<file path="src/exec_pkg.sv">
`default_nettype none

package exec_pkg;

    localparam int XLEN      = 64;
    localparam int ID_W      = 6;
    localparam int PREG_W    = 7;
    localparam int MDU_STEPS = XLEN;              // One result bit per iteration
    localparam int MDU_CNT_W = $clog2(MDU_STEPS);

    typedef enum logic {
        SIZE_D = 1'b0,  // Full 64-bit operation
        SIZE_W = 1'b1   // 32-bit, result sign-extended from bit 31
    } size_e;

    typedef enum logic [4:0] {
        ADD   = 5'h00,
        SUB   = 5'h01,
        LUI   = 5'h02,
        AUIPC = 5'h03,
        SLL   = 5'h04,
        SRL   = 5'h05,
        SRA   = 5'h06,
        AND   = 5'h07,
        OR    = 5'h08,
        XOR   = 5'h09,
        SLT   = 5'h0a,
        SLTU  = 5'h0b
    } alu_op_e;

    // Top bit set, so these never alias an ALU code
    typedef enum logic [4:0] {
        MUL   = 5'h10,
        MULHU = 5'h11,
        DIVU  = 5'h12,
        REMU  = 5'h13
    } mdu_op_e;

    // One operation word, read by either unit
    typedef union packed {
        alu_op_e alu;
        mdu_op_e mdu;
    } fu_op_u;

    // Routing decision between ALU and multiply/divide unit
    function automatic logic is_mdu_op(input fu_op_u op);
        return op.mdu[4];
    endfunction

endpackage

`default_nettype wire

</file>
<file path="src/fu_alu.sv">
`timescale 1ns/1ps
`default_nettype none

module fu_alu (
    input  logic                      clk,
    input  logic                      rst_n_i,
    input  exec_pkg::fu_op_u          op_i,
    input  exec_pkg::size_e           size_i,
    input  logic [exec_pkg::XLEN-1:0] rs1val_i,
    input  logic [exec_pkg::XLEN-1:0] rs2val_i,
    input  logic [exec_pkg::XLEN-1:0] imm_i,
    output logic [exec_pkg::XLEN-1:0] result_o
);
    import exec_pkg::*;

    logic            is_word;
    logic [5:0]      shamt;
    logic [XLEN-1:0] opa;
    logic [XLEN-1:0] opb;

    logic            sub_mode;
    logic [XLEN+1:0] add_a;
    logic [XLEN+1:0] add_b;
    logic [XLEN+1:0] add_sum;
    logic [XLEN-1:0] add_res;
    logic [XLEN-1:0] add_final;
    logic            slt_res;
    logic            sltu_res;

    logic            shift_l;
    logic            shift_a;
    logic [XLEN-1:0] rs1_rev64;
    logic [31:0]     rs1_rev32;
    logic [XLEN-1:0] sh_in64;
    logic [31:0]     sh_in32;
    logic [XLEN:0]   sh_out65;
    logic [32:0]     sh_out33;
    logic [XLEN-1:0] sh_rev64;
    logic [31:0]     sh_rev32;
    logic [XLEN-1:0] sh_res64;
    logic [31:0]     sh_res32;
    logic [XLEN-1:0] shift_final;

    assign is_word = (size_i == SIZE_W);
    assign shamt   = imm_i[5:0];  // Register shifts arrive with rs2 copied into imm

    // LUI adds the immediate to zero, AUIPC to the pc carried in rs1
    assign opa = (op_i.alu == LUI) ? '0 : rs1val_i;
    assign opb = (op_i.alu inside {LUI, AUIPC}) ? imm_i : rs2val_i;

    // Adder widened by one bit each side, low bit injects the +1 of subtraction
    assign sub_mode  = op_i.alu inside {SUB, SLT, SLTU};
    assign add_a     = {1'b0, opa, 1'b1};
    assign add_b     = {1'b0, opb, 1'b0} ^ {(XLEN+2){sub_mode}};
    assign add_sum   = add_a + add_b;
    assign add_res   = add_sum[XLEN:1];
    assign add_final = is_word ? {{(XLEN-32){add_res[31]}}, add_res[31:0]} : add_res;
    // Mixed signs decide directly, otherwise the difference sign
    assign slt_res   = (opa[XLEN-1] ^ opb[XLEN-1]) ? opa[XLEN-1] : add_res[XLEN-1];
    assign sltu_res  = add_sum[XLEN+1];  // Borrow out of the top

    // Single right shifter, left shifts go through bit reversal
    assign shift_l   = (op_i.alu == SLL);
    assign shift_a   = (op_i.alu == SRA);
    assign rs1_rev64 = {<<{rs1val_i}};
    assign rs1_rev32 = {<<{rs1val_i[31:0]}};
    assign sh_in64   = shift_l ? rs1_rev64 : rs1val_i;
    assign sh_in32   = shift_l ? rs1_rev32 : rs1val_i[31:0];
    assign sh_out65  = $unsigned($signed({shift_a & sh_in64[XLEN-1], sh_in64}) >>> shamt);
    assign sh_out33  = $unsigned($signed({shift_a & sh_in32[31], sh_in32}) >>> shamt[4:0]);
    assign sh_rev64  = {<<{sh_out65[XLEN-1:0]}};
    assign sh_rev32  = {<<{sh_out33[31:0]}};
    assign sh_res64  = shift_l ? sh_rev64 : sh_out65[XLEN-1:0];
    assign sh_res32  = shift_l ? sh_rev32 : sh_out33[31:0];
    assign shift_final = is_word ? {{(XLEN-32){sh_res32[31]}}, sh_res32} : sh_res64;

    always_comb begin
        unique case (op_i.alu)
            ADD, SUB, LUI, AUIPC: result_o = add_final;
            SLL, SRL, SRA:        result_o = shift_final;
            AND:                  result_o = rs1val_i & rs2val_i;
            OR:                   result_o = rs1val_i | rs2val_i;
            XOR:                  result_o = rs1val_i ^ rs2val_i;
            SLT:                  result_o = {{(XLEN-1){1'b0}}, slt_res};
            SLTU:                 result_o = {{(XLEN-1){1'b0}}, sltu_res};
            default:              result_o = '0;  // Multiply/divide codes
        endcase
    end

    // Reversal and sign fill must never combine
    a_shift_mode: assert property (
        @(posedge clk) disable iff (!rst_n_i) !(shift_l && shift_a)
    );

endmodule

`default_nettype wire

</file>
<file path="src/mdu_ctrl.sv">
`timescale 1ns/1ps
`default_nettype none

module mdu_ctrl (
    input  logic clk,
    input  logic rst_n_i,
    input  logic start_i,
    input  logic last_i,
    input  logic parked_i,
    output logic load_o,
    output logic step_o,
    output logic cnt_clr_o,
    output logic cnt_en_o,
    output logic done_o,
    output logic busy_o
);

    typedef enum logic [1:0] {
        IDLE,
        RUN,
        DONE
    } state_e;

    state_e state_q;
    state_e state_d;

    always_comb begin
        state_d = state_q;
        unique case (state_q)
            IDLE: begin
                if (start_i) begin
                    state_d = RUN;
                end
            end
            RUN: begin
                if (last_i) begin
                    state_d = DONE;
                end
            end
            DONE:    state_d = IDLE;
            default: state_d = IDLE;
        endcase
    end

    always_ff @(posedge clk) begin
        if (!rst_n_i) begin
            state_q <= IDLE;
        end else begin
            state_q <= state_d;
        end
    end

    // Operands captured and counter cleared in the start cycle itself
    assign load_o    = (state_q == IDLE) && start_i;
    assign cnt_clr_o = (state_q == IDLE) && start_i;
    assign step_o    = (state_q == RUN);
    assign cnt_en_o  = (state_q == RUN) && !last_i;  // Counter holds on the final step
    assign done_o    = (state_q == DONE);
    assign busy_o    = (state_q != IDLE) || parked_i;  // Held until writeback drains

    // Issuer must respect busy
    a_no_start_busy: assert property (
        @(posedge clk) disable iff (!rst_n_i) start_i |-> !busy_o
    );

endmodule

`default_nettype wire

</file>
<file path="src/mdu_cycle_counter.sv">
`timescale 1ns/1ps
`default_nettype none

module mdu_cycle_counter (
    input  logic clk,
    input  logic rst_n_i,
    input  logic clr_i,
    input  logic en_i,
    output logic last_o
);
    import exec_pkg::*;

    logic [MDU_CNT_W-1:0] cnt_q;

    always_ff @(posedge clk) begin
        if (!rst_n_i) begin
            cnt_q <= '0;
        end else if (clr_i) begin
            cnt_q <= '0;
        end else if (en_i) begin
            cnt_q <= cnt_q + 1'b1;
        end
    end

    assign last_o = (cnt_q == MDU_CNT_W'(MDU_STEPS - 1));

    // Controller drops the enable before the count can roll over
    a_no_wrap: assert property (
        @(posedge clk) disable iff (!rst_n_i) en_i |-> (cnt_q != '1)
    );

endmodule

`default_nettype wire

</file>
<file path="src/mdu_datapath.sv">
`timescale 1ns/1ps
`default_nettype none

module mdu_datapath (
    input  logic                        clk,
    input  logic                        rst_n_i,
    input  logic                        load_i,
    input  logic                        step_i,
    input  exec_pkg::fu_op_u            op_i,
    input  logic [exec_pkg::XLEN-1:0]   rs1val_i,
    input  logic [exec_pkg::XLEN-1:0]   rs2val_i,
    input  logic [exec_pkg::XLEN-1:0]   pc_i,
    input  logic [exec_pkg::ID_W-1:0]   id_i,
    input  logic [exec_pkg::PREG_W-1:0] prd_i,
    output logic [exec_pkg::XLEN-1:0]   result_o,
    output logic [exec_pkg::XLEN-1:0]   pc_o,
    output logic [exec_pkg::ID_W-1:0]   id_o,
    output logic [exec_pkg::PREG_W-1:0] prd_o
);
    import exec_pkg::*;

    // Product for multiply, {remainder, quotient} for divide
    logic [2*XLEN-1:0] acc_q;
    logic [XLEN-1:0]   opb_q;  // Multiplicand or divisor
    fu_op_u            op_q;
    logic [XLEN-1:0]   pc_q;
    logic [ID_W-1:0]   id_q;
    logic [PREG_W-1:0] prd_q;

    logic [XLEN-1:0]   hi;
    logic [XLEN-1:0]   lo;
    logic              is_mul;
    logic [XLEN:0]     mul_sum;
    logic [2*XLEN-1:0] acc_mul;
    logic [XLEN:0]     div_shift;
    logic [XLEN+1:0]   div_diff;
    logic              div_neg;
    logic [2*XLEN-1:0] acc_div;

    assign hi     = acc_q[2*XLEN-1:XLEN];
    assign lo     = acc_q[XLEN-1:0];
    assign is_mul = op_q.mdu inside {MUL, MULHU};

    // Shift-add, add the multiplicand when the low multiplier bit is set
    assign mul_sum = {1'b0, hi} + (lo[0] ? {1'b0, opb_q} : {(XLEN+1){1'b0}});
    assign acc_mul = {mul_sum, lo[XLEN-1:1]};

    // Restoring divide, one quotient bit enters at the bottom per step
    assign div_shift = {hi, lo[XLEN-1]};
    assign div_diff  = {1'b0, div_shift} - {2'b00, opb_q};
    assign div_neg   = div_diff[XLEN+1];
    assign acc_div   = div_neg ? {div_shift[XLEN-1:0], lo[XLEN-2:0], 1'b0}
                               : {div_diff[XLEN-1:0], lo[XLEN-2:0], 1'b1};
    // Divisor zero never borrows, so quotient is all ones and remainder the dividend

    always_ff @(posedge clk) begin
        if (load_i) begin
            acc_q <= {{XLEN{1'b0}}, rs1val_i};
            opb_q <= rs2val_i;
            op_q  <= op_i;
            pc_q  <= pc_i;
            id_q  <= id_i;
            prd_q <= prd_i;
        end else if (step_i) begin
            acc_q <= is_mul ? acc_mul : acc_div;
        end
    end

    always_comb begin
        unique case (op_q.mdu)
            MUL, DIVU:   result_o = lo;
            MULHU, REMU: result_o = hi;
            default:     result_o = lo;
        endcase
    end

    assign pc_o  = pc_q;
    assign id_o  = id_q;
    assign prd_o = prd_q;

    // A new load must never cut into a running iteration
    a_load_step: assert property (
        @(posedge clk) disable iff (!rst_n_i) !(load_i && step_i)
    );

endmodule

`default_nettype wire

</file>
<file path="src/exec_writeback.sv">
`timescale 1ns/1ps
`default_nettype none

module exec_writeback (
    input  logic                        clk,
    input  logic                        rst_n_i,
    input  logic                        alu_valid_i,
    input  logic [exec_pkg::XLEN-1:0]   alu_result_i,
    input  logic [exec_pkg::XLEN-1:0]   alu_pc_i,
    input  logic [exec_pkg::ID_W-1:0]   alu_id_i,
    input  logic [exec_pkg::PREG_W-1:0] alu_prd_i,
    input  logic                        mdu_done_i,
    input  logic [exec_pkg::XLEN-1:0]   mdu_result_i,
    input  logic [exec_pkg::XLEN-1:0]   mdu_pc_i,
    input  logic [exec_pkg::ID_W-1:0]   mdu_id_i,
    input  logic [exec_pkg::PREG_W-1:0] mdu_prd_i,
    output logic                        parked_o,
    output logic                        wb_valid_o,
    output logic [exec_pkg::ID_W-1:0]   wb_id_o,
    output logic [exec_pkg::PREG_W-1:0] wb_prd_o,
    output logic [exec_pkg::XLEN-1:0]   wb_pc_o,
    output logic [exec_pkg::XLEN-1:0]   wb_rdval_o
);
    import exec_pkg::*;

    logic              parked_q;
    logic              collide;
    logic [XLEN-1:0]   park_result_q;
    logic [XLEN-1:0]   park_pc_q;
    logic [ID_W-1:0]   park_id_q;
    logic [PREG_W-1:0] park_prd_q;

    assign collide = alu_valid_i && mdu_done_i;  // ALU wins, MDU waits

    always_ff @(posedge clk) begin
        if (!rst_n_i) begin
            wb_valid_o <= 1'b0;
            parked_q   <= 1'b0;
        end else begin
            wb_valid_o <= alu_valid_i || mdu_done_i || parked_q;
            if (collide) begin
                parked_q <= 1'b1;
            end else if (!alu_valid_i) begin
                parked_q <= 1'b0;  // Parked result goes out this cycle
            end
        end
    end

    always_ff @(posedge clk) begin
        if (collide) begin
            park_result_q <= mdu_result_i;
            park_pc_q     <= mdu_pc_i;
            park_id_q     <= mdu_id_i;
            park_prd_q    <= mdu_prd_i;
        end
        if (alu_valid_i) begin
            wb_rdval_o <= alu_result_i;
            wb_pc_o    <= alu_pc_i;
            wb_id_o    <= alu_id_i;
            wb_prd_o   <= alu_prd_i;
        end else if (parked_q) begin
            wb_rdval_o <= park_result_q;
            wb_pc_o    <= park_pc_q;
            wb_id_o    <= park_id_q;
            wb_prd_o   <= park_prd_q;
        end else if (mdu_done_i) begin
            wb_rdval_o <= mdu_result_i;
            wb_pc_o    <= mdu_pc_i;
            wb_id_o    <= mdu_id_i;
            wb_prd_o   <= mdu_prd_i;
        end
    end

    assign parked_o = parked_q;

    // Busy keeps the next MDU op out until the parked slot drains
    a_no_done_parked: assert property (
        @(posedge clk) disable iff (!rst_n_i) mdu_done_i |-> !parked_q
    );

endmodule

`default_nettype wire

</file>
<file path="src/exec_cluster.sv">
`timescale 1ns/1ps
`default_nettype none

module exec_cluster (
    input  logic                        clk,
    input  logic                        rst_n_i,
    input  logic                        issue_valid_i,
    input  exec_pkg::fu_op_u            op_i,
    input  exec_pkg::size_e             size_i,
    input  logic [exec_pkg::XLEN-1:0]   rs1val_i,
    input  logic [exec_pkg::XLEN-1:0]   rs2val_i,
    input  logic [exec_pkg::XLEN-1:0]   imm_i,
    input  logic [exec_pkg::XLEN-1:0]   pc_i,
    input  logic [exec_pkg::ID_W-1:0]   id_i,
    input  logic [exec_pkg::PREG_W-1:0] prd_i,
    output logic                        busy_o,
    output logic                        wb_valid_o,
    output logic [exec_pkg::ID_W-1:0]   wb_id_o,
    output logic [exec_pkg::PREG_W-1:0] wb_prd_o,
    output logic [exec_pkg::XLEN-1:0]   wb_pc_o,
    output logic [exec_pkg::XLEN-1:0]   wb_rdval_o
);
    import exec_pkg::*;

    logic              alu_valid;
    logic              mdu_start;
    logic [XLEN-1:0]   alu_result;

    logic              mdu_load;
    logic              mdu_step;
    logic              cnt_clr;
    logic              cnt_en;
    logic              cnt_last;
    logic              mdu_done;
    logic              parked;
    logic [XLEN-1:0]   mdu_result;
    logic [XLEN-1:0]   mdu_pc;
    logic [ID_W-1:0]   mdu_id;
    logic [PREG_W-1:0] mdu_prd;

    // Route the issue strobe by the top opcode bit
    assign alu_valid = issue_valid_i && !is_mdu_op(op_i);
    assign mdu_start = issue_valid_i && is_mdu_op(op_i);

    fu_alu u_alu (
        .clk      (clk),
        .rst_n_i  (rst_n_i),
        .op_i     (op_i),
        .size_i   (size_i),
        .rs1val_i (rs1val_i),
        .rs2val_i (rs2val_i),
        .imm_i    (imm_i),
        .result_o (alu_result)
    );

    mdu_ctrl u_mdu_ctrl (
        .clk       (clk),
        .rst_n_i   (rst_n_i),
        .start_i   (mdu_start),
        .last_i    (cnt_last),
        .parked_i  (parked),
        .load_o    (mdu_load),
        .step_o    (mdu_step),
        .cnt_clr_o (cnt_clr),
        .cnt_en_o  (cnt_en),
        .done_o    (mdu_done),
        .busy_o    (busy_o)
    );

    mdu_cycle_counter u_mdu_cnt (
        .clk     (clk),
        .rst_n_i (rst_n_i),
        .clr_i   (cnt_clr),
        .en_i    (cnt_en),
        .last_o  (cnt_last)
    );

    mdu_datapath u_mdu_dp (
        .clk      (clk),
        .rst_n_i  (rst_n_i),
        .load_i   (mdu_load),
        .step_i   (mdu_step),
        .op_i     (op_i),
        .rs1val_i (rs1val_i),
        .rs2val_i (rs2val_i),
        .pc_i     (pc_i),
        .id_i     (id_i),
        .prd_i    (prd_i),
        .result_o (mdu_result),
        .pc_o     (mdu_pc),
        .id_o     (mdu_id),
        .prd_o    (mdu_prd)
    );

    exec_writeback u_wb (
        .clk          (clk),
        .rst_n_i      (rst_n_i),
        .alu_valid_i  (alu_valid),
        .alu_result_i (alu_result),
        .alu_pc_i     (pc_i),
        .alu_id_i     (id_i),
        .alu_prd_i    (prd_i),
        .mdu_done_i   (mdu_done),
        .mdu_result_i (mdu_result),
        .mdu_pc_i     (mdu_pc),
        .mdu_id_i     (mdu_id),
        .mdu_prd_i    (mdu_prd),
        .parked_o     (parked),
        .wb_valid_o   (wb_valid_o),
        .wb_id_o      (wb_id_o),
        .wb_prd_o     (wb_prd_o),
        .wb_pc_o      (wb_pc_o),
        .wb_rdval_o   (wb_rdval_o)
    );

endmodule

`default_nettype wire

</file>
<file path="config.mk">
export PLATFORM = sky130hd
export DESIGN_NAME = exec_cluster
export DESIGN_NICKNAME = d
export VERILOG_FILES = /design/src/exec_pkg.sv /design/src/fu_alu.sv /design/src/mdu_ctrl.sv /design/src/mdu_cycle_counter.sv /design/src/mdu_datapath.sv /design/src/exec_writeback.sv /design/src/exec_cluster.sv
export SDC_FILE = /design/constraint.sdc
export NUM_CORES = 2
export LEC_CHECK = 0
export ABC_CLOCK_PERIOD_IN_PS = 15570
export BUFFER_PORTS_ARGS = -buffer_cell sky130_fd_sc_hd__buf_4
export CELL_PAD_IN_SITES_DETAIL_PLACEMENT = 0
export CELL_PAD_IN_SITES_GLOBAL_PLACEMENT = 2
export CORE_ASPECT_RATIO = 2
export CORE_MARGIN = 8
export CORE_UTILIZATION = 41
export DETAILED_ROUTE_END_ITERATION = 7
export MAX_ROUTING_LAYER = met4
export PLACE_DENSITY_LB_ADDON = 0.1
export SYNTH_ARGS = -nofsm -noshare
export SYNTH_HDL_FRONTEND = slang
export SYNTH_SLANG_ARGS = --single-unit
</file>
<file path="constraint.sdc">
create_clock -name clk -period 15.57 [get_ports clk]
set_input_delay 3.114 -clock clk [delete_from_list [all_inputs] [get_ports clk]]
set_output_delay 3.114 -clock clk [all_outputs]
set_load 0.1 [all_outputs]
</file>
==> impl_metrics.csv <==
group,metric,value,unit
grt,grt_pass1_vias,48745,
clock_tree,holdBufCountCts,0,
yosys,ys_seq_elements,566,
clock_tree,clk_latency,0.72,ns
grt,grt_max_degree,129,
yosys,synth_edf_count,492,
timing,tightest_slew,1.59,ns
detailed_routing,vias_per_cell,6.63,
yosys,async_flop_share,0,
yosys,synthTopCellsByArea,"edfxtp_1 (30%), ha_1 (8.1%), o21ai_0 (4.9%)",
floorplan,boundaryPins,421,
final_layout,n_fill_cell,11857,
detailed_routing,first_pass_iters,8,
final_layout,drive_gt1_frac,0.146,
timing,period_needed,9.28,ns
critical_path,critical_path.top_delay_family,"compound AO/OA/AOI/OAI gates",
floorplan,die_w,262,um
timing,finalCritPeriodShare,0.596,
detailed_routing,vias,50087,
detailed_routing,ant_nets,0,
grt,grt_usage,0.424,
final_layout,fin_nets,6509,
place,hpwlAfterDp,211,mm
run_status,violations,"DRC, capacitance limit, slew limit",
power_and_ir_drop,ir_drop,0.103,mV
critical_path,critPathKind,"in -> reg",
yosys,synth.area.mux_share,0.0993,
yosys,synth_common_cells,"nand2_1 (596), nor2_1 (580), edfxtp_1 (492)",
min_path,hp-class,"reg -> reg",
clock_tree,cts_root_buffer,"clkbuf_16",
yosys,synthCells,5732,
yosys,synth_simple_gate_area_frac,0.152,
critical_path,timing.rr.start,"u_mdu_dp.acc_q[0]$_DFFE_PP_",
critical_path,setup.worst_path.start_class,"primary input",
power_and_ir_drop,power.leakage,21.8,nW
clock_tree,cts_tree,"built",
floorplan,core_area,120000,um2
timing,fin_skew,0.0513,ns
critical_path,crit_start,"op_i[0]",
place,place_ws,5.73,ns
timing,whs,0.445,ns
clock_tree,h-tree-depth,2,
yosys,yosys.area_share.adder,0.0820,
run_status,outcome,"finished with violations",
clock_tree,cts_resized,0,
floorplan,die_y,507,um
critical_path,worst_path_most_repeated_cell,"buf_4",
timing,slew-limit-headroom,-0.0582,
job,maxCapViolations,2,
timing,rsz0062_at_grt,"no",
clock_tree,cts_sinks,566,
min_path,min_from,"u_mdu_dp.pc_o[12]$_DFFE_PP_",
timing,drv_slew,2,
floorplan,num_rows,180,
timing,hold_violations,0,
yosys,synth_top_area_share,0.299,
detailed_routing,drtIter0Drc,6162,
critical_path,crit_fanout,61,
final_layout,multi_input_area,30800,um2
power_and_ir_drop,powerDensity,120,nW/um2
detailed_routing,drc,1,
grt,gr-total-overflow,0,
critical_path,slowest_delay,0.70,ns
clock_tree,clock_path_buffers,3,
yosys,synth-main-ff-cell,"edfxtp_1",
yosys,syn_avg_cell_area,8.63,um2
critical_path,crit_path_end_kind,"flip-flop",
yosys,yosysTopAreaCell,"edfxtp_1",
yosys,synth.distinct_cells,93,
critical_path,crit_chain,"buf_4 > or3b_2 > a211oi_4 > buf_4 > buf_4 > xnor2_1 > ha_1 > nand2_1 > nor2_1 > nand3_1 > a211oi_2 > a22oi_1 > a21oi_1 > o211a_1 > and2_1 > buf_4 > o21ai_0 > and3_1 > o21ai_0",
yosys,synth_top_family_by_area,"compound AO/OA/AOI/OAI gates",
yosys,synth_xor_area_frac,0.0420,
yosys,ys_seq_area_frac,0.329,
yosys,syn-num-nets,6333,
grt,antenna_found_initial,50,
critical_path,arrival,9.80,ns
yosys,yosysMostFrequentCell,"nand2_1",
yosys,yosys_warnings,0,
critical_path,worst_ep_required_time,16.09,ns
final_layout,area_growth,13.4,%
timing,finalSetupTns,0,ns
detailed_routing,routedWlPerCell,36.9,um
yosys,synth-compound-area-share,0.245,
clock_tree,post_cts_buffers,0,
timing,setup_violations,0,
place,routabilityCongestion,1.13,
place,portBuffers,420,
grt,grt_pass1_wl,385,mm
clock_tree,clkTransAtPathRegs,0.07,ns
timing,max_freq,108,MHz
timing,setup_ws,6.29,ns
final_layout,seq_area,16300,um2
critical_path,slowest_stage,"buf_4",
floorplan,initial_core_util,0.412,
clock_tree,cts_made_buffers,55,
detailed_routing,wirelength,279,mm
critical_path,path_buf_inv,4,
floorplan,die_area,133000,um2
yosys,syn_area,49400,um2
==> cells by family after synthesis <==
group           Yosys count
compound gates         1887
simple gates           1685
buf+inv                 671
flops                   566
mux                     363
fa+ha+maj               323
xor+xnor                237
==> sequential cells by signal, indices dropped and copies added (netlist names), 7 cells and up <==
| register | cells |
|---|---|
| u_wb.wb_rdval_o | 64 |
| u_mdu_dp.opb_q | 64 |
| u_mdu_dp.pc_o | 64 |
| u_mdu_dp.prd_o | 7 |
| u_wb.park_pc_q | 64 |
| u_mdu_dp.acc_q | 128 |
| u_wb.wb_pc_o | 64 |
| u_wb.park_prd_q | 7 |
| u_wb.wb_prd_o | 7 |
| u_wb.park_result_q | 64 |
==> cells in the final DEF (no fill, tap or decap), drive strengths merged, types with 139 or more instances in the layout <==
cell type,count
o21ai,504
ha,321
a21oi,484
inv,268
edfxtp,492
nor2,581
buf,533
mux2i,190
nand2,597
o211ai,139
xnor2,166
==> final timing paths <==
kind / end / slack (ns) / depth (start not counted)
setup / recovery: u_wb.wb_rdval_o[36]$_DFFE_PP_ / 6.29 / 19
hold / removal: u_wb.park_pc_q[12]$_DFFE_PP_ / 0.45 / 0
hold reg to reg: u_wb.park_pc_q[12]$_DFFE_PP_ / 0.45 / 0
setup reg to reg: u_mdu_dp.acc_q[126]$_SDFFE_PP0P_ / 9.47 / 15
==> worst reg2reg max path, cell delays in order (launching register included) <==
cell      delay (ns)
edfxtp_1        0.88
buf_4           0.59
nand2_1         0.20
inv_1           0.10
ha_1            0.24
a211oi_1        0.36
o21ai_0         0.31
a41o_1          0.36
o211ai_1        0.60
nand3_1         0.41
a31oi_1         0.62
o21ai_0         0.47
a21oi_1         0.33
xor2_1          0.17
a21oi_1         0.08
a32o_1          0.27
==> layer usage <==
layer / global-route usage / share of wire / vias to the layer above
met5: - / 0 / -
met4: 0.360 / 0.11 / 0
met3: 0.121 / 0.090 / 873
met2: 0.656 / 0.46 / 3026
met1: 0.442 / 0.34 / 24449
li1: - / - / 21739
==> stage by stage <==
step	utilization	instances	total power [mW]	area [um2]
after global routing	0.467	7540	7.02	56000
final	0.467	7555	6.74	56100
after detailed placement	0.449	7392	5.14	53900
after floorplan	-	5732	4.05	49400
after CTS	0.465	7495	6.64	55800
after global placement	0.449	7392	5.13	53900
==> area by class of cell <==
cell class                 count  share of cell area
tap                         1547              0.0345
multi-input combinational   4495               0.550
clock inverter                36             0.00752
antenna                       54             0.00241
clock buffer                  67              0.0265
inverter                     256              0.0173
timing repair buffer         534              0.0721
sequential                   566               0.290
==> power breakdown <==
part | switching (mW) | leakage [nW] | internal, mW
registers | 0.188 | 5.18 | 1.80
clock network | 0.716 | 0.927 | 0.782
logic | 2.17 | 15.7 | 1.09
total | 3.07 | 21.8 | 3.67
Power figures use the tool's default switching activity.
